**config.mk**
```make
export PLATFORM = sky130hd
export DESIGN_NAME = hdc_core
export DESIGN_NICKNAME = d
export VERILOG_FILES = /design/src/hdc_pkg.sv /design/src/hdc_core.sv
export SDC_FILE = /design/constraint.sdc
export NUM_CORES = 2
export LEC_CHECK = 0
export ABC_AREA = 1
export BUFFER_PORTS_ARGS = -buffer_cell sky130_fd_sc_hd__buf_2
export CAP_MARGIN = 20
export CORE_ASPECT_RATIO = 1.4
export CORE_UTILIZATION = 35
export DETAILED_ROUTE_END_ITERATION = 16
export GPL_ROUTABILITY_DRIVEN = 0
export GPL_TIMING_DRIVEN = 0
export PLACE_DENSITY_LB_ADDON = 0.2
export REMOVE_ABC_BUFFERS = 1
export SLEW_MARGIN = 20
export SYNTH_ARGS = -nofsm -noshare
export SYNTH_HDL_FRONTEND = slang
export SYNTH_SLANG_ARGS = --single-unit
```
**constraint.sdc**
```tcl
create_clock -name AXIS_ACLK -period 16.9 [get_ports AXIS_ACLK]
set_input_delay 3.38 -clock AXIS_ACLK [delete_from_list [all_inputs] [get_ports AXIS_ACLK]]
set_output_delay 3.38 -clock AXIS_ACLK [all_outputs]
set_load 0.1 [all_outputs]
```
**src/hdc_pkg.sv**
```systemverilog
package hdc_pkg;

    // --------------------------------------------------
    // sizes
    // --------------------------------------------------

    // hypervector width in bits
    localparam int DIM = 64;

    // xorshift output word and words per hypervector
    localparam int WORD_W   = 32;
    localparam int HV_WORDS = DIM / WORD_W;

    // encoder lanes, one per core
    localparam int CORE_NUM = 2;

    // item memory
    localparam int ITEM_DEPTH = 16;
    localparam int ITEM_AW    = 4;

    // one instruction per lane
    localparam int LANE_W = 16;

    // signed per-bit counter, and the cross-core sum
    localparam int CNT_W = 8;
    localparam int SUM_W = 9;

    // --------------------------------------------------
    // constants
    // --------------------------------------------------

    // xorshift32 start value
    localparam logic [31:0] XS_SEED = 32'h2545f491;

    // register map, byte addresses
    localparam logic [31:0] REG_MODE_ADDR  = 32'd0;
    localparam logic [31:0] REG_COUNT_ADDR = 32'd4;

    // --------------------------------------------------
    // types
    // --------------------------------------------------

    typedef logic [DIM-1:0] hv_t;

    // lane instruction, item in the low nibble
    typedef struct packed {
        logic [7:0]         rsvd;
        logic [3:0]         rot;
        logic [ITEM_AW-1:0] item;
    } instr_t;

    // broadcast write into every item memory
    typedef struct packed {
        logic               valid;
        logic [ITEM_AW-1:0] addr;
        hv_t                data;
    } item_wr_t;

    // one two's complement counter per dimension
    typedef struct packed {
        logic [DIM-1:0][CNT_W-1:0] cnt;
    } core_acc_t;

endpackage

```
**src/hdc_core.sv**
```systemverilog
`timescale 1ns/1ps

module hdc_core
    import hdc_pkg::*;
(
    input  logic      AXIS_ACLK,
    input  logic      S_AXI_ARESETN,
    input  item_wr_t  item_wr,
    input  instr_t    instr,
    input  logic      beat,
    input  logic      last,
    output core_acc_t result,
    output logic      result_valid
);

    localparam logic [CNT_W-1:0] CNT_MAX = {1'b0, {(CNT_W-1){1'b1}}};
    localparam logic [CNT_W-1:0] CNT_MIN = {1'b1, {(CNT_W-1){1'b0}}};

    hv_t              mem [ITEM_DEPTH];
    hv_t              item_hv;
    hv_t              rot_hv;
    logic [2*DIM-1:0] rot_dbl;
    core_acc_t        acc_nxt;
    logic [DIM-1:0]   ovf;

    // --------------------------------------------------
    // item memory
    // --------------------------------------------------

    // filled by the broadcast generator writes
    always_ff @(posedge AXIS_ACLK) begin
        if (item_wr.valid) begin
            mem[item_wr.addr] <= item_wr.data;
        end
    end

    // asynchronous read of the instructed item
    assign item_hv = mem[instr.item];

    // rotate left, upper half of the doubled word
    assign rot_dbl = {item_hv, item_hv} << instr.rot;
    assign rot_hv  = rot_dbl[2*DIM-1:DIM];

    // --------------------------------------------------
    // accumulate
    // --------------------------------------------------

    // +1 for a set bit, -1 for a clear bit
    always_comb begin
        for (int b = 0; b < DIM; b++) begin
            if (rot_hv[b]) begin
                acc_nxt.cnt[b] = result.cnt[b] + 1'b1;
                ovf[b]         = (result.cnt[b] == CNT_MAX);
            end else begin
                acc_nxt.cnt[b] = result.cnt[b] - 1'b1;
                ovf[b]         = (result.cnt[b] == CNT_MIN);
            end
        end
    end

    // result is the live counter bank
    always_ff @(posedge AXIS_ACLK) begin
        if (!S_AXI_ARESETN) begin
            result       <= '0;
            result_valid <= 1'b0;
        end else begin
            // final count is visible one cycle after the last beat
            result_valid <= beat && last;
            if (result_valid) begin
                // merge stage has it now, start the next packet clean
                result <= '0;
            end else if (beat) begin
                result <= acc_nxt;
            end
        end
    end

    // packet length keeps every counter inside CNT_W
    a_no_ovf: assert property (@(posedge AXIS_ACLK) disable iff (!S_AXI_ARESETN)
        beat |-> (ovf == '0));

endmodule

```
# After elaboration in Yosys (flattened, before gate mapping)
# Memory sizes are Yosys's and may differ from the RTL's.
# Cells that the tools add are included.
# classes
n_eq_ne	0
mul	0
bitwise	1
shifts	1
n_reduce_logical	2
n_div	0
mux	66
magnitude_cmp	0
addsub	128
# ops
op	count
$add A8 B1 Y8 const B	64
$mux W8	64
$sub A8 B1 Y8 const B	64
$shl A128 B4 Y128	1
$mux W1	2
$reduce_or A2 Y1	1
$logic_and A1 B1 Y1	1
$not A1 Y1	1
# totals
register_bits	513
out_inout_bits	513
ram_bits	1024
latchBits	0
romBits	0
mem_count	1
# mem_list
name	words	word_bits	rd	rd_clocked_by_memory_dff	write_ports	line_no	source
mem	16	64	1	0	1	hdc_core.sv:19	hv_t mem [ITEM_DEPTH];

# Depth between registers and ports, before layout
# An unclocked memory read counts as a cell.
# depth
depth_word	3
ltp_mapped	31
ltp_nobuf	28

# Worst setup path before layout
# OpenSTA, ideal clock, no wires.
# synth_path
path_kind	input to register
start	input port item_wr[64] (netlist bit)
end	memory mem[0][0] (netlist bit) (enable)
stages	2
required_ns	16.335
setup_slack_ns	8.364
t_arrival_ns	7.971
path_cell_list	clkbuf_1 -> nor3_1
# synth_rtl
element	line_no	source
from (decl)	hdc_core.sv:8	input item_wr_t item_wr,
to (decl)	hdc_core.sv:19	
# No word-level cell before the write port.

# Worst setup path in the final report
# layout_path
start	input port instr[0] (netlist bit)
end	register result[399] (netlist bit)
# layout_via
elab_chain_cells	3
# layout_lines
element	line_no	source
from (decl)	hdc_core.sv:9	input instr_t instr,
$mem_v2 Z16 W64	-	
$shl A128 B4 Y128	hdc_core.sv:41	assign rot_dbl = {item_hv, item_hv} << instr.rot;
$mux W8	hdc_core.sv:51	if (rot_hv[b]) begin
to (signal assigned)	hdc_core.sv:73	result <= acc_nxt;
to (decl)	hdc_core.sv:12	output core_acc_t result,
# Every way passes these cells.
# A chain may end at the register's enable or synchronous reset.

==> results_dict.tcl <==
set metrics [dict create \
    status "finished, final reports clean" \
    crit_type "in -> reg" \
    seq_area_frac_synth_pct 50.73 \
    io_pins 602 \
    setup_viol 0 \
    period_share_pct 57.84 \
    vias 65217 \
    synth-seq-cells 1537 \
    synth.largest_area_cell "edfxtp_1" \
    grt_overflow 0 \
    clk_latency_ns 0.83 \
    critPathRequiredTime_ns 17.59 \
    drive_above_1_share_pct 9.669 \
    coreArea_um2 229500 \
    p_per_area_nw_per_um2 122.8 \
    tns_ns 0 \
    grt_pass1_vias 61436 \
    crit_slowest_cell "o21bai_1" \
    grt_use_total_pct 22.19 \
    synth_area_um2 80870 \
    rows 208 \
    hold_viol 0 \
    hpwl_mm 186.1 \
    die_w_um 408.2 \
    placed_cell_area_um2 88650 \
    syn_area_per_cell_um2 8.506 \
    max_slew_margin_pct 35.60 \
    fin_area_um2 93950 \
    grt_setup_unrepaired "false" \
    io_buffer_count 593 \
    initial_core_util_pct 35.23 \
    syn-instance-count 9507 \
    max_clock_freq_mhz 102.3 \
    drv_slew 0 \
    fin_crit_ns 9.775 \
    synth-warning-count 0 \
    final_cell_mix "nand2_1 (2183), inv_1 (1419), nand3_1 (1348), edfxtp_1 (1024), nor2_1 (893)" \
    path_common_cell "nand3_1" \
    root_buffer "clkbuf_16" \
    cp_slowest_stage_delay_ns 0.74 \
    cts_made_buffers 169 \
    wl_per_cell_um 20.17 \
    cts_resized 0 \
    layout_commonest_cell "nand2_1" \
    antenna_found_initial 39 \
    nNetsFinal 10510 \
    fin_skew_ns 0.05043 \
    ant_nets 0 \
    synth_edf_count 1024 \
    cp-start-kind "input port" \
    syn_to_final_growth_pct 16.18 \
    async_reset_ff_share_pct 0 \
    path_max_fanout 181 \
    p_leak_nw 45.34 \
    drcViolationCount 0 \
    tightest_slew_ns 0.9641 \
    synth_top_area_share_pct 38.03 \
    cp-end-kind "flop" \
    first_pass_iters 8 \
    grt_pass1_wl_mm 392.4 \
    min-delay-path-class "reg -> reg" \
    fp.dieArea_um2 233000 \
    grt_start_max_net_pins 182 \
    worstPathArrival_ns 10.46 \
    post_cts_buffers 0 \
    ir_drop_uv 96.78 \
    vias_per_cell 4.961 \
    synth_cell_type_count 27 \
    cts_hold_buf 0 \
    maxCapViolCount 0 \
    htree_levels 4 \
    synth_flop_cell "edfxtp_1" \
    numClockSinks 1537 \
    drt_iter0_drc 5040 \
    die_h_um 570.7 \
    path_clk_slew_ns 0.06 \
    cts_tree "yes" \
    synth_area_leaders "edfxtp_1 (38%), dfxtp_1 (13%), nand2_1 (10%)" \
    wl_mm 265.2 \
    cts_buffer_depth 4 \
]
-- flip-flops by register name (all words and copies together) (netlist names) --
name          count
result_valid      1
mem            1024
result          512
-- logic make-up (layout without fill, tap and decap cells) --
kind of cell,Yosys count,after routing,synth area share (%)
adder cells (fa/ha/maj),450,450,7.557
AND/OR/NAND/NOR,4506,4506,23.21
AO/OA/AOI/OAI,830,830,5.830
buffers and inverters,1855,2442,9.118
flip-flops,1537,1537,50.73
other,0,7,0
XOR/XNOR,329,329,3.563
-- metal layers --
layer	GRT usage, %	share of wire, %	up-vias
met1	27.63	41	31085
met4	9.206	4.5	38
met3	4.363	6.8	443
li1	-	-	31869
met5	0	0.086	-
met2	37.43	47	1782
-- power by group --
group / switching [W] / total, W / internal, W
combinational: 0.00264 / 0.00349 / 0.000847
clock: 0.00156 / 0.00365 / 0.00209
sequential: 0.000171 / 0.00439 / 0.00422
-- Yosys cell counts, types with 2 or more instances --
library cell and n:
buf_1 80, buf_4 45, fa_1 64, clkbuf_1 185, inv_1 1421, nor3_1 2, nand3_1 1348, xor2_1 255
nand2_1 2183, nand4_1 64, a31oi_1 63, buf_2 101, a21oi_1 274, nor2_1 908, edfxtp_1 1024, dfxtp_1 513
ha_1 386, o21ai_0 328, a21o_1 55, o221ai_1 55, o21bai_1 55, buf_6 15, inv_2 6, xnor2_1 74
-- path summary, 6_finish.rpt --
check	startpoint	to	slack [ns]	cells after the start
setup reg to reg	mem[8][25]	result[271]	12.19	24
hold / removal	result[369]	result[369]	0.52	2
setup / recovery	instr[0]	result[399]	7.13	31
hold reg to reg	result[369]	result[369]	0.52	2
-- worst max-delay path: cells and delay by family --
kind | cells | cell delay, ns
AO/OA/AOI/OAI | 3 | 0.94
adder cells (fa/ha/maj) | 1 | 0.46
buffers and inverters | 9 | 2.76
AND/OR/NAND/NOR | 18 | 2.33
-- stage by stage --
stage	power (W)	setup WS [ns]	cells	hold WS, ns	utilization (%)
floorplan	0.007093	1.521	9081	0.9433	-
global placement	0.007945	-23.38	12719	0.4961	37.31
detailed placement	0.007968	6.224	12845	0.5105	38.62
CTS	0.01164	7.081	13139	0.5191	40.92
global route	0.01210	6.651	13143	0.5429	40.93
finish	0.01153	7.125	13146	0.5157	40.93
-- layout make-up --
| cell class | count | area (µm²) |
|---|---|---|
| Sequential cell | 1537 | 41020 |
| Timing Repair Buffer | 719 | 5801 |
| Fill cell | 22633 | 135600 |
| Clock inverter | 68 | 646.9 |
| Inverter | 1429 | 5423 |
| Clock buffer | 226 | 4636 |
| Tap cell | 3045 | 3810 |
| Antenna cell | 7 | 17.52 |
| Multi-Input combinational cell | 6115 | 32600 |
(Power assumes the default switching activity.)
