## src/hdc_pkg.sv

```systemverilog
package hdc_pkg;

    // --------------------------------------------------
    // sizes
    // --------------------------------------------------

    // hypervector width in bits
    localparam int DIM = 64;

    // xorshift output word and words per hypervector
    localparam int WORD_W   = 32;
    localparam int HV_WORDS = DIM / WORD_W;

    // encoder lanes, one per core
    localparam int CORE_NUM = 2;

    // item memory
    localparam int ITEM_DEPTH = 16;
    localparam int ITEM_AW    = 4;

    // one instruction per lane
    localparam int LANE_W = 16;

    // signed per-bit counter, and the cross-core sum
    localparam int CNT_W = 8;
    localparam int SUM_W = 9;

    // --------------------------------------------------
    // constants
    // --------------------------------------------------

    // xorshift32 start value
    localparam logic [31:0] XS_SEED = 32'h2545f491;

    // register map, byte addresses
    localparam logic [31:0] REG_MODE_ADDR  = 32'd0;
    localparam logic [31:0] REG_COUNT_ADDR = 32'd4;

    // --------------------------------------------------
    // types
    // --------------------------------------------------

    typedef logic [DIM-1:0] hv_t;

    // lane instruction, item in the low nibble
    typedef struct packed {
        logic [7:0]         rsvd;
        logic [3:0]         rot;
        logic [ITEM_AW-1:0] item;
    } instr_t;

    // broadcast write into every item memory
    typedef struct packed {
        logic               valid;
        logic [ITEM_AW-1:0] addr;
        hv_t                data;
    } item_wr_t;

    // one two's complement counter per dimension
    typedef struct packed {
        logic [DIM-1:0][CNT_W-1:0] cnt;
    } core_acc_t;

endpackage

```

## src/bundle_merge.sv

```systemverilog
`timescale 1ns/1ps

module bundle_merge
    import hdc_pkg::*;
(
    input  logic                     AXIS_ACLK,
    input  logic                     S_AXI_ARESETN,
    input  core_acc_t [CORE_NUM-1:0] results,
    input  logic [CORE_NUM-1:0]      result_valid,
    input  logic                     run,
    input  logic                     gen,
    input  logic                     m_axis_tready,
    output logic                     s_axis_tready,
    output hv_t                      m_axis_tdata,
    output logic                     m_axis_tvalid,
    output logic                     m_axis_tlast
);

    hv_t  sign_hv;
    logic res_vld;

    // cores run in lockstep
    assign res_vld = &result_valid;

    // --------------------------------------------------
    // cross-core sum and sign
    // --------------------------------------------------

    always_comb begin
        logic [SUM_W-1:0] sum;
        for (int b = 0; b < DIM; b++) begin
            sum = '0;
            // sign-extend each counter before adding
            for (int c = 0; c < CORE_NUM; c++) begin
                sum = sum + {{(SUM_W-CNT_W){results[c].cnt[b][CNT_W-1]}},
                             results[c].cnt[b]};
            end
            // 1 only for a strictly positive sum
            sign_hv[b] = !sum[SUM_W-1] && (sum != '0);
        end
    end

    // --------------------------------------------------
    // output stream
    // --------------------------------------------------

    // stall input while a result is in flight or waiting
    assign s_axis_tready = run && !gen && !res_vld && !m_axis_tvalid;

    // single-beat packets
    assign m_axis_tlast = m_axis_tvalid;

    always_ff @(posedge AXIS_ACLK) begin
        if (!S_AXI_ARESETN) begin
            m_axis_tvalid <= 1'b0;
        end else if (res_vld) begin
            m_axis_tvalid <= 1'b1;
        end else if (m_axis_tready) begin
            m_axis_tvalid <= 1'b0;
        end
    end

    always_ff @(posedge AXIS_ACLK) begin
        if (res_vld) begin
            m_axis_tdata <= sign_hv;
        end
    end

    // held result does not change under back-pressure
    a_hold: assert property (@(posedge AXIS_ACLK) disable iff (!S_AXI_ARESETN)
        (m_axis_tvalid && !m_axis_tready) |=> (m_axis_tvalid && $stable(m_axis_tdata)));

endmodule

```

## config.mk

```make
export PLATFORM = sky130hd
export DESIGN_NAME = bundle_merge
export DESIGN_NICKNAME = d
export VERILOG_FILES = /design/src/hdc_pkg.sv /design/src/bundle_merge.sv
export SDC_FILE = /design/constraint.sdc
export NUM_CORES = 1
export LEC_CHECK = 0
export BUFFER_PORTS_ARGS = -buffer_cell sky130_fd_sc_hd__buf_2
export CORE_AREA = 5 5 419 421
export CTS_CLUSTER_DIAMETER = 30
export DETAILED_ROUTE_END_ITERATION = 8
export DIE_AREA = 0 0 424 426
export GPL_TIMING_DRIVEN = 0
export SLEW_MARGIN = 15
export SYNTH_ARGS = -nofsm -noshare
export SYNTH_HDL_FRONTEND = slang
export SYNTH_SLANG_ARGS = --single-unit
```

## constraint.sdc

```tcl
create_clock -name AXIS_ACLK -period 4.9 [get_ports AXIS_ACLK]
set_input_delay 0.98 -clock AXIS_ACLK [delete_from_list [all_inputs] [get_ports AXIS_ACLK]]
set_output_delay 0.98 -clock AXIS_ACLK [all_outputs]
set_load 0.005 [all_outputs]
```

### After elaboration in Yosys (flattened, before gate mapping)

Cells that the tools add are included.
W data, S select, Z words.

| storage, ports and cells | value |
|---|---|
| register bits after elaboration | 65 |
| bits in latches | 0 |
| bits in writable memories | 0 |
| ROM bits | 0 |
| output and inout bits | 67 |
| word-level logic and storage cells | 268 |
| memories kept | 0 |

| operators by class | value |
|---|---|
| add/subtract/negate cells | 64 |
| multipliers | 0 |
| divide/modulo/power cells | 0 |
| magnitude comparators | 0 |
| eq/ne operators | 0 |
| shifts and indexed selects | 0 |
| mux-type cells | 2 |
| bitwise gates (word level) | 0 |
| reduce and logical (&&, ||, !) cells | 200 |

Operators by type and width:

| operator | number |
|---|---|
| $add A8 B8 Y9 | 64 |
| $reduce_bool A9 Y1 | 64 |
| $logic_and A1 B1 Y1 | 67 |
| $logic_not A1 Y1 | 67 |
| $mux W1 | 2 |
| $reduce_and A2 Y1 | 1 |
| $reduce_bool A2 Y1 | 1 |

### Logic depth before layout (Yosys ltp)

Gate-level depths: netlist (run 1).

| depth | value |
|---|---|
| depth in word-level cells | 4 |
| mapped depth | 8 |

### Worst setup path after synthesis (run 1)

No wires, ideal clock.

| path | value |
|---|---|
| kind | input port to output port |
| start | in result_valid[1] |
| end | out s_axis_tready |
| arrival time | 2.661 ns |
| path slack | 1.259 ns |
| cell stages on the path | 2 |
| path through | and2_1 nor4b_1 |

| on the way | value |
|---|---|
| cells in the longest elaborated chain, start to end | 4 |

Ends and longest elaborated chain:

| element | line | source |
|---|---|---|
| from (decl) | bundle_merge.sv:9 | `input logic [CORE_NUM-1:0] result_valid,` |
| $reduce_and A2 Y1 | bundle_merge.sv:23 | `assign res_vld = &result_valid;` |
| $logic_not A1 Y1 | bundle_merge.sv:48 | `assign s_axis_tready = run && !gen && !res_vld && !m_axis_tvalid;` |
| $logic_and A1 B1 Y1 (2 in a row) | bundle_merge.sv:48 |  |
| to (decl) | bundle_merge.sv:13 | `output logic s_axis_tready,` |

Every way passes these cells.

### Final worst setup path (run 1)

| path | value |
|---|---|
| start | in results[56] (netlist name) |
| end | reg m_axis_tdata[7], data pin |

| on the way | value |
|---|---|
| cells in the longest elaborated chain, start to end | 3 |
| elaborated cells on any way between the ends | 4 |
| classes of those cells | 1 x add/sub; 3 x reduce/logical |

Ends and longest elaborated chain:

| element | line | source |
|---|---|---|
| from (decl) | bundle_merge.sv:8 | `input core_acc_t [CORE_NUM-1:0] results,` |
| $add A8 B8 Y9 * | bundle_merge.sv:35 | `sum = sum + {{(SUM_W-CNT_W){results[c].cnt[b][CNT_W-1]}},` |
| $reduce_bool A9 Y1 / $logic_not A1 Y1 (equally long branches) | bundle_merge.sv:39 | `sign_hv[b] = !sum[SUM_W-1] && (sum != '0);` |
| $logic_and A1 B1 Y1 * | bundle_merge.sv:39 |  |
| net sign_hv[7] | bundle_merge.sv:19 | `hv_t sign_hv;` |
| to (signal assigned) | bundle_merge.sv:65 | `m_axis_tdata <= sign_hv;` |
| to (decl) | bundle_merge.sv:14 | `output hv_t m_axis_tdata,` |

The timed path passes the listed nets; every way through them passes the cells marked *.
A chain may end at the register's enable or synchronous reset.

==> results of run 1 <==
how the worst max path moves through the flow:
stage	end	slack [ps]
after global routing	m_axis_tdata[7]$_DFFE_PP_	1550
after global placement	s_axis_tready	-1970
final	m_axis_tdata[7]$_DFFE_PP_	1640
after CTS	m_axis_tdata[7]$_DFFE_PP_	1540
after floorplan	s_axis_tready	1260
after detailed placement	m_axis_tdata[7]$_DFFE_PP_	990
logic make-up (layout without fill, tap and decap cells):
group,count (synthesis),in the layout,share of synthesized area
fa+ha+maj,576,576,0.333
buf+inv,60,1175,0.00991
xor+xnor,220,220,0.0834
simple gates,558,558,0.129
other cells,0,89,0
compound gates,1104,1104,0.359
flops,65,65,0.0840
mux,6,6,0.00265
sequential cells by signal (all words and copies together), names as in the netlist:
| register | flops |
|---|---|
| m_axis_tdata | 64 |
| m_axis_tlast | 1 |
stage by stage:
stage	instance area, um^2	hold slack (ps)	TNS, ps	setup slack, ps
finish	32000	741	0	1640
global route	31900	703	0	1550
CTS	31800	653	0	1540
detailed placement	31400	795	0	993
global placement	31400	773	-50000	-1970
floorplan	23100	614	0	1260
cell usage in the layout, fill, tap and decap left out, types with 59 or more instances in the layout:
cell / instances
edfxtp_1: 64
inv_1: 59
ha_1: 512
and3_1: 68
diode_2: 89
a211oi_1: 169
nor2_1: 156
a21o_1: 196
xor2_1: 140
xnor2_1: 80
fa_1: 64
buf_2: 1097
nor3_1: 62
a21oi_1: 104
o21ai_0: 192
power groups by stage:
stage | registers [mW] | clock network (mW) | logic [mW]
after floorplan | 0.714 | 0 | 2.07
after detailed placement | 0.718 | 0 | 3.28
after CTS | 0.706 | 0.987 | 3.30
after global placement | 0.722 | 0 | 3.19
final | 0.706 | 0.907 | 3.30
after global routing | 0.710 | 0.976 | 3.64
worst max-delay path, stage by stage:
cell and delay [ps]:
buf_2 100, ha_1 210, fa_1 610, xor2_1 250, or3_1 510, a2111oi_2 440
a211oi_1 130, a31o_2 240
per-layer routing:
layer  vias to the layer above  share of wire  global-route usage
li1                      12900              -                   -
met1                     13000           0.39               0.185
met2                      1145           0.48               0.277
met3                       344          0.082              0.0518
met4                        68          0.043              0.0622
met5                         -         0.0028                   0
area by class of cell:
type	count	area (um^2)
tap	2233	2790
buffer	1	7.51
inverter	59	221
fill	19200	139000
timing repair buffer	1099	5540
sequential	65	1940
clock inverter	7	103
clock buffer	9	225
antenna	89	223
multi-input combinational	2464	20900
==> results.yml, run 1 <==
yosys:
  synthFlopType: "edfxtp_1"
  synth_edf_count: 64
  synthCells: 2589
  ys_ff_latch: 65
  synthTopCellsByArea: "ha_1 (28%), edfxtp_1 (8.3%), a21o_1 (6.4%)"
  syn_nets: 4196
  ys_top_cells_by_count: "ha_1 (512), a21o_1 (196), o21ai_0 (192)"
  synth.yosys.seq_area_share: 0.0840
  yosys_warnings: 0
  ys_types: 65
  avgSynthCellArea_um2: 8.93
  yosys.area.top_type: "ha_1"
  async_flop_share: 0
  syn_area_mm2: 0.0231
  yosysTopAreaCellShare: 0.277
  synth_most_common_cell: "ha_1"
power_and_ir_drop:
  swShare: 0.463
  power-per-cell-area_mw_per_mm2: 153
  pwr-share-clk: 0.185
  intPower_mw: 2.64
  total_power_mw: 4.91
  power_frac_seq: 0.144
  pwr-share-comb: 0.671
  power_leakage_nw: 15.0
  ir_worst_vdd_v: 0.000170
  p_switching_mw: 2.27
detailed_routing:
  via_count: 27400
  ant_nets: 0
  drtPass1Iterations: 5
  first_iter_violations: 1525
  postRouteWirelength_um: 154000
  vias_per_cell: 4.55
  drc: 0
  wl_per_cell_um: 25.6
global_routing:
  antenna_found_initial: 212
  grt_pass1_vias: 25900
  grt_overflow_total: 0
  grt_use_total: 0.161
  grt_pass1_wl_um: 201000
  grt_max_degree: 30
run:
  drv_cap: 0
clock_network:
  cts_tree: "done"
  clock_latency_ps: 440
  cts.htree.levels: 3
  root_buffer: "clkbuf_16"
  clk_pin_slew_worst_paths_ps: 90
  cts_setup_buffers: 0
  clock_tree.buffer_depth: 2
  postCtsHoldBufs: 0
  cts_resized: 0
  cts_inserted_buffers: 9
  cts_sinks: 65
worst_hold_path:
  holdPathStages: 2
  hp-start: "S_AXI_ARESETN"
  hold_end: "m_axis_tlast$_SDFFE_PN0P_"
  min_path_type: "input pin to flip-flop"
sta:
  setup_violations: 0
  period_share: 0.666
  drv_slew: 0
  finClkSkew_ps: 0
  max_freq_mhz: 306
  rsz0062_at_grt: "false"
  tightest_slew_ps: 663
  maxSlewHeadroom: 0.556
  hold_violations: 0
  timing.final.crit_period_ps: 3260
die:
  dieArea_mm2: 0.181
  core-area_mm2: 0.171
  initial_core_util: 0.135
  ios: 1098
  rows: 152
  die_h_um: 426
  die_w_um: 424
placed_design:
  gp_congestion: 1.04
  dp_cells: 5921
  place.port_buffers: 1097
  dp_hpwl_um: 143000
layout:
  drive_gt1_frac: 0.333
  final_util: 0.187
  finish.net_count: 5306
  fin_cells: 6026
  syn_to_final_growth_pct: 38.4
worst_setup_path:
  arrival_ps: 3480
  r2r_cells: 2
  crit_type: "input pin to flip-flop"
  reg2reg_to: "m_axis_tlast$_SDFFE_PN0P_"
  critPathCaptureType: "flip-flop"
  required_ps: 5110
  critPathMaxFanout: 3
  startpoint: "results[56]"
  cp-start-kind: "input pin"
  r2r_setup_slack_ps: 4000
  r2r-start: "m_axis_tlast$_SDFFE_PN0P_"
status:
  outcome: "completed"
Power figures use the tool's default switching activity.
==> run 2: changes to the inputs <==
--- a/config.mk
+++ b/config.mk
@@ -6,10 +6,10 @@
 export NUM_CORES = 1
 export LEC_CHECK = 0
 export BUFFER_PORTS_ARGS = -buffer_cell sky130_fd_sc_hd__buf_2
-export CORE_AREA = 5 5 419 421
+export CORE_AREA = 5 5 428 430
 export CTS_CLUSTER_DIAMETER = 30
 export DETAILED_ROUTE_END_ITERATION = 8
-export DIE_AREA = 0 0 424 426
+export DIE_AREA = 0 0 433 435
 export GPL_TIMING_DRIVEN = 0
 export SLEW_MARGIN = 15
 export SYNTH_ARGS = -nofsm -noshare
==> constraint.sdc (replaced) <==
create_clock -name AXIS_ACLK -period 3 [get_ports AXIS_ACLK]
set_input_delay 0.6 -clock AXIS_ACLK [delete_from_list [all_inputs] [get_ports AXIS_ACLK]]
set_output_delay 0.6 -clock AXIS_ACLK [all_outputs]
set_load 0.005 [all_outputs]
==> run 2 against run 1 <==
Compared with the run above: global-route usage down 0.52 points; largest cell class unchanged; worst setup slack worse by 1600 ps; die area up 4.3%; via count up 0.26%; first-iteration DRC count up 20%; worst hold slack worse by 390 ps; utilization down 0.81 points; cell count up 2.2%; sequential power up 61%; sequential share of layout area about the same; power up 62%; register-to-register slack worse by 1700 ps.
==> results.yml, run 2 (synthesis gave the netlist of run 1 again) <==
worst_setup_path:
  slowest_delay_ps: 600
  critPathMaxFanout: 3
  crit_type: "input pin to flip-flop"
  path_delay_family: "compound AO/OA/AOI/OAI gates"
  cp_cell_sequence: "buf_2 -> ha_1 -> fa_2 -> xor2_1 -> or3_1 -> a2111oi_2 -> a211oi_1 -> a31o_2"
  cp-start-kind: "input pin"
  cp.buffers_inverters: 1
  arrival_ps: 3170
  required_ps: 3200
  critPathCaptureType: "flip-flop"
  critical-path-slowest-cell: "or3_1"
placed_design:
  place.port_buffers: 1097
  pre_cts_ws_ps: -608
  gp_congestion: 1.09
  dp_hpwl_um: 142000
status:
  outcome: "completed"
layout:
  drive_gt1_frac: 0.333
  syn_to_final_growth_pct: 39.0
  final_common_cell: "buf_2"
  final_util: 0.179
  finish.net_count: 5306
  largest_register_ffs: 64
  top_register: "m_axis_tdata"
  final_cell_mix: "buf_2 (1097), ha_1 (512), a21o_1 (196)"
global_routing:
  grt_pass1_vias: 26100
  grt_overflow_total: 0
  grt_pass1_wl_um: 203000
  grt_use_total: 0.156
  antenna_found_initial: 189
  grt_max_degree: 30
detailed_routing:
  first_iter_violations: 1825
  postRouteWirelength_um: 154000
  drc: 0
  ant_nets: 0
  via_count: 27500
  drtPass1Iterations: 5
  wl_per_cell_um: 25.1
  wl_met3_um: 16300
  wl_met1_um: 58600
  routed.top_layer: "met5"
  wl_met2_um: 72900
  vias_per_cell: 4.47
die:
  rows: 156
  initial_core_util: 0.129
  ios: 1098
  die_w_um: 433
  die_h_um: 435
  dieArea_mm2: 0.188
  core-area_mm2: 0.179
clock_network:
  clk_pin_slew_worst_paths_ps: 90
  cts_tree: "done"
  cts_setup_buffers: 0
  cts_inserted_buffers: 9
  clock_latency_ps: 450
  cts_sinks: 65
  root_buffer: "clkbuf_16"
  clock_tree.buffer_depth: 2
  postCtsHoldBufs: 0
  cts.htree.levels: 3
sta:
  drv_slew: 0
  tightest_slew_ps: 886
  timing.final.crit_period_ps: 2970
  fin_tns_setup_ps: 0
  setup_violations: 0
  maxSlewHeadroom: 0.404
  rsz0062_at_grt: "false"
  finClkSkew_ps: 0
  hold_violations: 0
  period_share: 0.989
  fin_ws_ps: 31.6
  max_freq_mhz: 337
power_and_ir_drop:
  power_leakage_nw: 15.0
  pwr-share-comb: 0.679
  swShare: 0.471
  ir_worst_vdd_v: 0.000330
  power-per-cell-area_mw_per_mm2: 248
  pwr-share-clk: 0.177
  p_switching_mw: 3.75
  power_frac_seq: 0.144
  intPower_mw: 4.21
worst_hold_path:
  min_path_type: "input pin to flip-flop"
run:
  drv_cap: 0
## run 2: worst paths after layout
check                                 start                         to  slack [ps]  cells past startpoint
hold / removal                S_AXI_ARESETN  m_axis_tlast$_SDFFE_PN0P_         350                      2
setup reg to reg  m_axis_tlast$_SDFFE_PN0P_  m_axis_tlast$_SDFFE_PN0P_        2260                      2
setup / recovery                results[56]  m_axis_tdata[7]$_DFFE_PP_          30                      8
hold reg to reg   m_axis_tlast$_SDFFE_PN0P_  m_axis_tlast$_SDFFE_PN0P_         670                      2
## run 2: layout make-up
type	instances	area, um^2
tap	2370	2970
timing repair buffer	1099	5540
buffer	1	7.51
sequential	65	1940
inverter	59	221
clock buffer	10	229
antenna	82	205
clock inverter	6	58.8
multi-input combinational	2464	20900
fill	20200	147000
## run 2: metrics by stage
| step | hold slack [ps] | area (um^2) | power [mW] | cells |
|---|---|---|---|---|
| 2_1_floorplan | 614 | 23100 | 4.54 | 2589 |
| 6_report | 350 | 32100 | 7.96 | 6156 |
| 4_1_cts | 294 | 31900 | 8.07 | 6074 |
| 3_5_place_dp | 652 | 31600 | 6.51 | 6058 |
| 3_3_place_gp | 649 | 31600 | 6.39 | 6056 |
| 5_1_grt | 327 | 32000 | 8.66 | 6110 |
## run 2: power by group through the flow
stage               logic [mW]  clock network (mW)  registers (mW)
global route              5.98                1.53            1.15
global placement          5.22                   0            1.17
floorplan                 3.38                   0            1.17
detailed placement        5.35                   0            1.16
finish                    5.41                1.41            1.14
CTS                       5.39                1.54            1.14
## run 2: routing by layer
layer,track usage,up-vias
met5,0,-
met3,0.0623,325
met2,0.266,1175
met4,0.0504,76
li1,-,12900
met1,0.176,13000
## run 2: timing repair
action | in CTS | in global routing
gates resized for setup | 1 | 1
setup endpoints to repair | 1 | 1
gates cloned | 0 | 0
