--- src/hdc_pkg.sv ---
package hdc_pkg;

    // --------------------------------------------------
    // sizes
    // --------------------------------------------------

    // hypervector width in bits
    localparam int DIM = 64;

    // xorshift output word and words per hypervector
    localparam int WORD_W   = 32;
    localparam int HV_WORDS = DIM / WORD_W;

    // encoder lanes, one per core
    localparam int CORE_NUM = 2;

    // item memory
    localparam int ITEM_DEPTH = 16;
    localparam int ITEM_AW    = 4;

    // one instruction per lane
    localparam int LANE_W = 16;

    // signed per-bit counter, and the cross-core sum
    localparam int CNT_W = 8;
    localparam int SUM_W = 9;

    // --------------------------------------------------
    // constants
    // --------------------------------------------------

    // xorshift32 start value
    localparam logic [31:0] XS_SEED = 32'h2545f491;

    // register map, byte addresses
    localparam logic [31:0] REG_MODE_ADDR  = 32'd0;
    localparam logic [31:0] REG_COUNT_ADDR = 32'd4;

    // --------------------------------------------------
    // types
    // --------------------------------------------------

    typedef logic [DIM-1:0] hv_t;

    // lane instruction, item in the low nibble
    typedef struct packed {
        logic [7:0]         rsvd;
        logic [3:0]         rot;
        logic [ITEM_AW-1:0] item;
    } instr_t;

    // broadcast write into every item memory
    typedef struct packed {
        logic               valid;
        logic [ITEM_AW-1:0] addr;
        hv_t                data;
    } item_wr_t;

    // one two's complement counter per dimension
    typedef struct packed {
        logic [DIM-1:0][CNT_W-1:0] cnt;
    } core_acc_t;

endpackage

--- src/axil_regs.sv ---
`timescale 1ns/1ps

module axil_regs
    import hdc_pkg::*;
(
    input  logic             AXIS_ACLK,
    input  logic             S_AXI_ARESETN,

    input  logic [31:0]      s_axi_awaddr,
    input  logic             s_axi_awvalid,
    output logic             s_axi_awready,
    input  logic [31:0]      s_axi_wdata,
    input  logic             s_axi_wvalid,
    output logic             s_axi_wready,
    output logic             s_axi_bvalid,
    output logic [1:0]       s_axi_bresp,
    input  logic             s_axi_bready,
    input  logic [31:0]      s_axi_araddr,
    input  logic             s_axi_arvalid,
    output logic             s_axi_arready,
    output logic [31:0]      s_axi_rdata,
    output logic             s_axi_rvalid,
    output logic [1:0]       s_axi_rresp,
    input  logic             s_axi_rready,

    input  logic             gen_done,
    output logic             gen,
    output logic             run,
    output logic [ITEM_AW:0] item_count
);

    // AW and W land in either order, both end up in ST_WR
    typedef enum logic [2:0] {
        ST_IDLE,
        ST_AW,
        ST_W,
        ST_WR,
        ST_B,
        ST_AR,
        ST_R
    } state_t;

    state_t      state;
    logic [31:0] waddr;
    logic [31:0] wdata;
    logic [31:0] raddr;

    // --------------------------------------------------
    // handshakes
    // --------------------------------------------------

    assign s_axi_awready = (state == ST_IDLE) || (state == ST_W);
    assign s_axi_wready  = (state == ST_IDLE) || (state == ST_AW);
    // a pending write takes priority over a read
    assign s_axi_arready = (state == ST_IDLE) && !s_axi_awvalid && !s_axi_wvalid;
    assign s_axi_bvalid  = (state == ST_B);
    assign s_axi_rvalid  = (state == ST_R);
    // always OKAY
    assign s_axi_bresp   = 2'b00;
    assign s_axi_rresp   = 2'b00;

    always_ff @(posedge AXIS_ACLK) begin
        if (!S_AXI_ARESETN) begin
            state <= ST_IDLE;
        end else begin
            case (state)
                ST_IDLE: begin
                    if (s_axi_awvalid && s_axi_wvalid) begin
                        state <= ST_WR;
                    end else if (s_axi_awvalid) begin
                        state <= ST_AW;
                    end else if (s_axi_wvalid) begin
                        state <= ST_W;
                    end else if (s_axi_arvalid) begin
                        state <= ST_AR;
                    end
                end
                // address held, wait for data
                ST_AW: begin
                    if (s_axi_wvalid) begin
                        state <= ST_WR;
                    end
                end
                // data held, wait for address
                ST_W: begin
                    if (s_axi_awvalid) begin
                        state <= ST_WR;
                    end
                end
                // single register update cycle
                ST_WR:   state <= ST_B;
                ST_B: begin
                    if (s_axi_bready) begin
                        state <= ST_IDLE;
                    end
                end
                // decode cycle before rvalid
                ST_AR:   state <= ST_R;
                ST_R: begin
                    if (s_axi_rready) begin
                        state <= ST_IDLE;
                    end
                end
                default: state <= ST_IDLE;
            endcase
        end
    end

    // --------------------------------------------------
    // address / data capture and read mux
    // --------------------------------------------------

    always_ff @(posedge AXIS_ACLK) begin
        if (s_axi_awvalid && s_axi_awready) begin
            waddr <= s_axi_awaddr;
        end
        if (s_axi_wvalid && s_axi_wready) begin
            wdata <= s_axi_wdata;
        end
        if (s_axi_arvalid && s_axi_arready) begin
            raddr <= s_axi_araddr;
        end
        // zero-extended register values, unmapped reads give 0
        if (state == ST_AR) begin
            case (raddr)
                REG_MODE_ADDR:  s_axi_rdata <= {30'd0, run, gen};
                REG_COUNT_ADDR: s_axi_rdata <= {{(31-ITEM_AW){1'b0}}, item_count};
                default:        s_axi_rdata <= '0;
            endcase
        end
    end

    // --------------------------------------------------
    // mode and count registers
    // --------------------------------------------------

    always_ff @(posedge AXIS_ACLK) begin
        if (!S_AXI_ARESETN) begin
            gen        <= 1'b0;
            run        <= 1'b0;
            item_count <= (ITEM_AW+1)'(ITEM_DEPTH);
        end else begin
            // generator finished, leave gen mode
            if (gen_done) begin
                gen <= 1'b0;
            end
            // a host write in the same cycle wins
            if (state == ST_WR) begin
                case (waddr)
                    REG_MODE_ADDR: begin
                        run <= wdata[1];
                        gen <= wdata[0];
                    end
                    REG_COUNT_ADDR: item_count <= wdata[ITEM_AW:0];
                    default: ;
                endcase
            end
        end
    end

    // write response and read data never overlap
    a_b_r_excl: assert property (@(posedge AXIS_ACLK) disable iff (!S_AXI_ARESETN)
        !(s_axi_bvalid && s_axi_rvalid));

endmodule

--- config.mk ---
export PLATFORM = sky130hd
export DESIGN_NAME = axil_regs
export DESIGN_NICKNAME = d
export VERILOG_FILES = /design/src/hdc_pkg.sv /design/src/axil_regs.sv
export SDC_FILE = /design/constraint.sdc
export NUM_CORES = 1
export LEC_CHECK = 0
export ABC_AREA = 1
export BUFFER_PORTS_ARGS = -buffer_cell sky130_fd_sc_hd__buf_2
export CORE_UTILIZATION = 45
export CTS_BUF_LIST = sky130_fd_sc_hd__clkbuf_8
export DETAILED_ROUTE_END_ITERATION = 16
export PLACE_DENSITY = 0.76
export SETUP_SLACK_MARGIN = 0.15
export SLEW_MARGIN = 20
export SYNTH_ARGS = -nofsm -noshare
export SYNTH_HDL_FRONTEND = slang
export SYNTH_SLANG_ARGS = --single-unit
--- constraint.sdc ---
create_clock -name AXIS_ACLK -period 4.6 [get_ports AXIS_ACLK]
set_input_delay 0.46 -clock AXIS_ACLK [delete_from_list [all_inputs] [get_ports AXIS_ACLK]]
set_output_delay 0.46 -clock AXIS_ACLK [all_outputs]
set_load 0.01 [all_outputs]
-- Word level (Yosys, flattened, before mapping)
Index checks and enable logic that the tools add are counted.
- bitwise operators: 0
- order comparisons: 0
- div/mod/pow operators: 0
- add/sub/neg operators: 0
- reductions and logical operators: 16
- shift operators: 0
- equality and inequality tests: 13
- $mul: 0
- mux-type cells: 13
- operators by type and width (cell ; count):
    == test 32 x 3 -> 1 bit (second input constant) ; 2
    zero test 32 bit ; 2
    two-way mux 3 bit ; 8
    case mux 3 bit (7 select lines) ; 1
    case mux 5 bit (2 select lines) ; 1
    == test 3 bit (second input constant) ; 3
    == test 3 x 2 -> 1 bit (second input constant) ; 2
    logical AND 1 bit ; 6
    != test 5 x 4 -> 1 bit (second input constant) ; 1
    AND reduction 5 bit ; 1
    != test 2 x 1 -> 1 bit (second input constant) ; 2
    != test 2 bit (second input constant) ; 2
    AND reduction 2 bit ; 2
    == test 3 x 1 -> 1 bit (second input constant) ; 1
    zero test 3 bit ; 1
    two-way mux 1 bit ; 3
    zero test 1 bit ; 2
    logical OR 1 bit ; 2
- latch bits: 0
- memories: 0
- register bits after elaboration: 111
- input bits: 104
- bits in writable memories: 0
- word-level logic and storage cells: 50
- output and inout port bits: 48
- bits in read-only memories: 0

-- Depth between registers and ports, before layout
Gate-level depths: netlist of the first run.
- depth after elaboration: 5
- gate-level depth with buffers: 9
- gate-level depth less buffers: 9

-- Worst setup path before layout of the first run
No wires, ideal clock.
- path type: register to register
- from: register state[0]
- to: register raddr[0], enable pin
- period minus slack after synthesis: 2574 ps
- cell stages (with the launch flop): 5
- setup time: 421 ps
- arrival time: 2152 ps
- required time: 4179 ps
- slack: 2026 ps
- buffers on the path: 1
- cell sequence: dfxtp_1 buf_2 nor2_2 nand3_1 nor2_1
- word-level cells in the longest chain between the ends: 4
- ends and longest elaborated chain (element ; RTL line ; source):
    start, declared ; axil_regs.sv:43 ; state_t state;
    start signal, assigned ; axil_regs.sv:64 ; state <= ST_IDLE;
    start signal, assigned ; axil_regs.sv:69 ; state <= ST_WR;
    start signal, assigned ; axil_regs.sv:71 ; state <= ST_AW;
    zero test 3 bit ; axil_regs.sv:55 ; assign s_axi_arready = (state == ST_IDLE) && !s_axi_awvalid && !s_axi_wvalid;
    logical AND 1 bit (2 in a row) ; axil_regs.sv:55 ;
    logical AND 1 bit ; axil_regs.sv:120 ; if (s_axi_arvalid && s_axi_arready) begin
    end signal, assigned ; axil_regs.sv:121 ; raddr <= s_axi_araddr;
    end, declared ; axil_regs.sv:46 ; logic [31:0] raddr;
Every way passes these cells.
A chain may end at the register's enable or synchronous reset.

-- Final worst setup path of the first run
- from: register state[1]
- to: output s_axi_arready
- word-level cells in the longest chain between the ends: 3
- ends and longest elaborated chain (element ; RTL line ; source):
    zero test 3 bit ; axil_regs.sv:55 ;
    logical AND 1 bit (2 in a row) ; axil_regs.sv:55 ;
    end, declared ; axil_regs.sv:20 ; output logic s_axi_arready,
Every way passes these cells.

==> results of run 1 <==
## layer usage
metal | GRT usage | part of all wire
met5 | 0 | 0
met4 | 0.0739 | 0.019
met3 | 0.0438 | 0.071
met2 | 0.264 | 0.50
met1 | 0.161 | 0.41
## worst max path at each step
stage / from / to / slack, ps / depth (start not counted)
after floorplan: state[0] / raddr[0] / 2030 / 4
after global placement: s_axi_wvalid / raddr[7] / 2910 / 5
after detailed placement: s_axi_wvalid / raddr[4] / 2880 / 5
after CTS: state[1] / s_axi_arready / 2780 / 4
after global routing: state[1] / s_axi_arready / 2700 / 4
final: state[1] / s_axi_arready / 2780 / 4
## power groups by stage
stage / Sequential (mW) / Clock [mW] / Combinational, mW
2_1_floorplan: 1.01 / 0 / 0.212
3_3_place_gp: 1.03 / 0 / 0.253
3_5_place_dp: 1.03 / 0 / 0.260
4_1_cts: 1.02 / 0.570 / 0.261
5_1_grt: 1.03 / 0.598 / 0.298
6_report: 1.01 / 0.555 / 0.258
## area by class of cell
cell class	instances	area, sq um	share of cell area
sequential	84	2420	0.579
multi-input combinational	188	817	0.195
timing repair buffer	95	480	0.115
clock buffer	9	124	0.0296
inverter	33	124	0.0296
tap	99	124	0.0296
clock inverter	7	91.3	0.0218
## worst register-to-register path: stages (launching register included)
cell	delay, ps
dfxtp_1	390
nor2_2	200
nand3_1	190
nor2_2	120
buf_4	360
## Yosys cell counts
cell type / number / area share
a21boi_1: 1 / 0.0021
a21oi_1: 5 / 0.0071
a31oi_1: 1 / 0.0018
buf_2: 2 / 0.0029
buf_4: 32 / 0.068
buf_6: 1 / 0.0032
conb_1: 1 / 0.0011
dfxtp_1: 10 / 0.057
edfxtp_1: 74 / 0.63
inv_1: 29 / 0.031
inv_2: 4 / 0.0043
nand2_1: 47 / 0.050
nand3_1: 18 / 0.026
nand3_2: 1 / 0.0029
nand3b_1: 2 / 0.0043
nand4_1: 3 / 0.0054
nor2_1: 60 / 0.064
nor2_2: 3 / 0.0054
nor3_1: 9 / 0.013
nor3_2: 1 / 0.0029
nor3b_4: 1 / 0.0054
nor4_1: 1 / 0.0018
o21ai_0: 1 / 0.0014
o21ai_1: 1 / 0.0014
or2_1: 2 / 0.0036
## registers in the layout, summed over array words and instances, names as in the netlist
name	flops
raddr	32
waddr	32
item_count	5
s_axi_rdata	5
wdata	5
state	3
gen	1
run	1
## stage by stage
step                      std cells  instance area, sq um  power (mW)  setup slack, ps  utilization
final                           515                  4180        1.83             2780        0.565
after global routing            515                  4180        1.92             2700        0.565
after CTS                       515                  4180        1.85             2780        0.565
after detailed placement        499                  3970        1.29             2880        0.536
after global placement          499                  3970        1.28             2910        0.536
after floorplan                 340                  3620        1.22             2030            -
## cells in the final DEF, fill, tap and decap left out
master	count
buf_2	93
edfxtp_1	74
nor2_1	58
nand2_1	47
conb_1	31
inv_1	30
nand3_1	18
dfxtp_1	10
nor3_1	9
clkbuf_8	9
nor2_2	5
a21oi_1	5
inv_2	4
nand4_1	3
or2_1	2
nand3b_1	2
clkinv_2	2
bufinv_16	2
buf_4	2
nor4_1	1
nand3_2	1
nor3b_4	1
o21ai_1	1
a31oi_1	1
a21boi_1	1
o21ai_0	1
nor3_2	1
clkinv_4	1
inv_6	1
## logic make-up (layout without fill, tap and decap cells)
logic type,after synthesis,after routing,synth area share
buffers and inverters,68,144,0.110
AND/OR/NAND/NOR,148,148,0.184
AO/OA/AOI/OAI,9,9,0.0139
other,1,31,0.00107
flip-flops,84,84,0.691
==> impl_metrics.toml, run 1 <==
[outcome]
outcome = "complete, no violations"

[pwr]
p_leak_nw = 1.81
p_sw_frac = 0.258
max-vdd-ir-drop_v = 0.000294
switchingPower_mw = 0.471
combPwrFrac = 0.141
p_clk_frac = 0.304
p_int_mw = 1.36
powerDensity_nw_per_um2 = 437
seqPwrFrac = 0.555

[cts]
cts_tree = "done"
clockBufferDepth = 2
numCtsBuffers = 9
htreeDepth = 3
cts_hold_buf = 0
ctsResizeCount = 0
clk_latency_ps = 340
cts-root-buf = "clkbuf_8"
cts_num_sinks = 84
post_cts_buffers = 0
clkSlewWorstSetupHoldPaths_ps = 80

[worst_setup_path]
worst-path-buf-inv = 2
cp_slowest_cell = "dfxtp_1"
reg2reg_depth = 4
reg2reg_slack_ps = 3000
critical_path_class = "reg2out"
critPathLaunchType = "flop"
critPathMaxFanout = 10
worstPathArrival_ps = 1360
crit_path_cell_trace = "nor2_1, nand3_1, inv_2, buf_2"
r2r-end = "raddr[5]"
cp_top_family = "flip-flops"
reg2reg_from = "state[2]"
critPathRequiredTime_ps = 4140
critPathMaxStageDelay_ps = 540
cp-end-kind = "primary output"

[detailed_routing]
drtIter0Drc = 86
wl_per_cell_um = 11.1
drt_wl_total_um = 5690
first_pass_iters = 4
post-route-drc-count = 0
vias_per_cell = 4.49
vias = 2314
ant_nets = 0

[synth]
ys_seq_area_frac = 0.691
ys_ff_latch = 84
synth_area_sq_um = 3510
syn_area_per_cell_sq_um = 11.3
yosysUniqueCellTypes = 25
yosysWarnings = 0
netlist_instances = 310

[job]
cap_viol_max_count = 0

[global_routing]
grt_pass1_vias = 2170
grt_pass1_wl_um = 9270
grt_use_total = 0.149
grt_max_degree = 33
antenna_found_initial = 0
grt.overflow.total = 0

[final_layout]
fillers = 629
area_delta_synth_final_pct = 19.3
drive_gt1_frac = 0.293
diodes = 0
fin_nets = 515

[sta]
skew_ps = 7.72
rsz0062_at_grt = "false"
setup_viol = 0
maxSlewViolCount = 0
min_period_ps = 1820
holdWs_ps = 289
max_freq_mhz = 549
slew-limit-headroom = 0.533
tightest_slew_ps = 695
final.setup.tns_ps = 0
period_share = 0.396
final_hold_viol_count = 0

[die]
coreArea_sq_um = 7410
die_w_um = 90.3
rows = 31
io_pins = 152
die-area_sq_um = 8150
fp.dieH_um = 90.3
start_util = 0.473

[hold_path]
min_path_cells = 1
min-delay-start = "s_axi_awaddr[27]"
min_to = "waddr[27]"
holdCritPathClass = "in2reg"

[placement]
hpwl_um = 4350
gp_congestion = 0.879
numPortBuffers = 93
(Power assumes the default switching activity.)
==> run 2, diff against run 1 <==
==> constraint.sdc (replaced) <==
create_clock -name AXIS_ACLK -period 1.85 [get_ports AXIS_ACLK]
set_input_delay 0.185 -clock AXIS_ACLK [delete_from_list [all_inputs] [get_ports AXIS_ACLK]]
set_output_delay 0.185 -clock AXIS_ACLK [all_outputs]
set_load 0.01 [all_outputs]
==> run 2 against run 1 <==
  * Largest cell class unchanged
  * Sequential share of layout area down 6.6 points
  * Largest power group unchanged
  * Utilization increased by 7.3 points
  * Die area unchanged
  * First-iteration DRC count up 17%
  * Routed wire length grew 16%
  * Via count rose by 8.9%
  * Power increased to 2.7 times the previous value
==> impl_metrics.toml, run 2 (synthesis results as in run 1) <==
[final_layout]
diodes = 0
reg.largest.list = "raddr (32), waddr (32)"
drive_gt1_frac = 0.268
fin_nets = 561
layout_commonest_cell = "buf_2"
most-common-layout-cells = "buf_2 (93), edfxtp_1 (74), nor2_1 (58)"
seqCellArea_sq_um = 2420
area_delta_synth_final_pct = 34.7
fillers = 578
multi_input_area_sq_um = 842

[worst_setup_path]
cp_top_family = "flip-flops"
critPathMaxStageDelay_ps = 420
critical_path_class = "reg2out"
critPathLaunchType = "flop"
worstPathArrival_ps = 1330
critPathMaxFanout = 10
cp-end-kind = "primary output"
worst-path-buf-inv = 2
cp_slowest_cell = "dfxtp_1"
critPathRequiredTime_ps = 1660
crit_path_cell_trace = "nor2_1, nand3_2, inv_2, buf_2"

[die]
die_w_um = 90.3
fp.dieH_um = 90.3
rows = 31
io_pins = 152
coreArea_sq_um = 7410
die-area_sq_um = 8150
start_util = 0.473

[outcome]
outcome = "complete, no violations"

[pwr]
p_int_mw = 3.65
powerDensity_nw_per_um2 = 1030
fin_total_pwr_mw = 4.86
p_leak_nw = 2.03
switchingPower_mw = 1.21
combPwrFrac = 0.160
seqPwrFrac = 0.520
max-vdd-ir-drop_v = 0.000747
p_clk_frac = 0.319
p_sw_frac = 0.248

[detailed_routing]
first_pass_iters = 4
drt_wl_total_um = 6620
vias = 2519
ant_nets = 0
wl_per_cell_um = 11.8
vias_per_cell = 4.49
post-route-drc-count = 0
drtIter0Drc = 101

[job]
cap_viol_max_count = 0

[sta]
rsz0062_at_grt = "false"
min_period_ps = 1510
slew-limit-headroom = 0.638
skew_ps = 15.8
period_share = 0.818
final_hold_viol_count = 0
tightest_slew_ps = 541
setup_viol = 0
maxSlewViolCount = 0
fin_ws_ps = 336
max_freq_mhz = 661
final.setup.tns_ps = 0

[hold_path]
holdCritPathClass = "in2reg"

[placement]
hpwl_um = 4510
dpl_worst_slack_ps = 327
numPortBuffers = 93
gp_congestion = 0.824

[cts]
clk_latency_ps = 350
cts-root-buf = "clkbuf_8"
htreeDepth = 3
cts_tree = "done"
clockBufferDepth = 2
numCtsBuffers = 9
clkSlewWorstSetupHoldPaths_ps = 80
cts_num_sinks = 84
post_cts_buffers = 0

[global_routing]
grt_use_total = 0.167
antenna_found_initial = 0
grt_pass1_wl_um = 10500
grt.overflow.total = 0
grt_max_degree = 33
grt_pass1_vias = 2503
run 2: stage by stage:
stage	utilization	hold WS, ps	instances	cell area [sq um]
floorplan	-	284	340	3640
global placement	0.543	361	500	4020
detailed placement	0.543	363	500	4020
CTS	0.622	0.460	550	4610
global route	0.638	0.279	561	4720
finish	0.638	19.7	561	4720
run 2: timing repair:
| item | in CTS | in global routing |
|---|---|---|
| resized for setup | 0 | 1 |
| hold buffers | 34 | 11 |
| endpoints found under the hold margin | 34 | 11 |
| setup endpoints to repair | 0 | 3 |
run 2: final timing paths:
check,start,endpoint,slack [ps],depth (start not counted)
max,state[1],s_axi_arready,340,4
max reg2reg,state[1],raddr[24],380,4
min reg2reg,item_count[4],item_count[4],490,2
min,s_axi_araddr[29],raddr[29],20,1
run 2: area by class of cell:
class | instances | area share
Multi-Input combinational cell | 188 | 0.178
Inverter | 33 | 0.0262
Tap cell | 99 | 0.0262
Timing Repair Buffer | 141 | 0.204
Clock inverter | 6 | 0.0236
Sequential cell | 84 | 0.513
Clock buffer | 10 | 0.0291
run 2: power groups by stage:
| stage | clock (mW) | sequential, mW | combinational [mW] |
|---|---|---|---|
| final | 1.55 | 2.53 | 0.780 |
| after global routing | 1.66 | 2.56 | 0.873 |
| after CTS | 1.59 | 2.53 | 0.762 |
| after detailed placement | 0 | 2.57 | 0.707 |
| after global placement | 0 | 2.56 | 0.684 |
| after floorplan | 0 | 2.51 | 0.552 |
run 2: worst register-to-register path, stage by stage (launching register included):
cell and delay [ps]:
dfxtp_1 420, nor2_1 210, nand3_2 150, nor2_4 150, buf_12 200
run 2: metal layers:
layer / share of wire / track usage
met5: 0 / 0
met4: 0.018 / 0.0699
met1: 0.40 / 0.170
met2: 0.52 / 0.307
met3: 0.062 / 0.0589
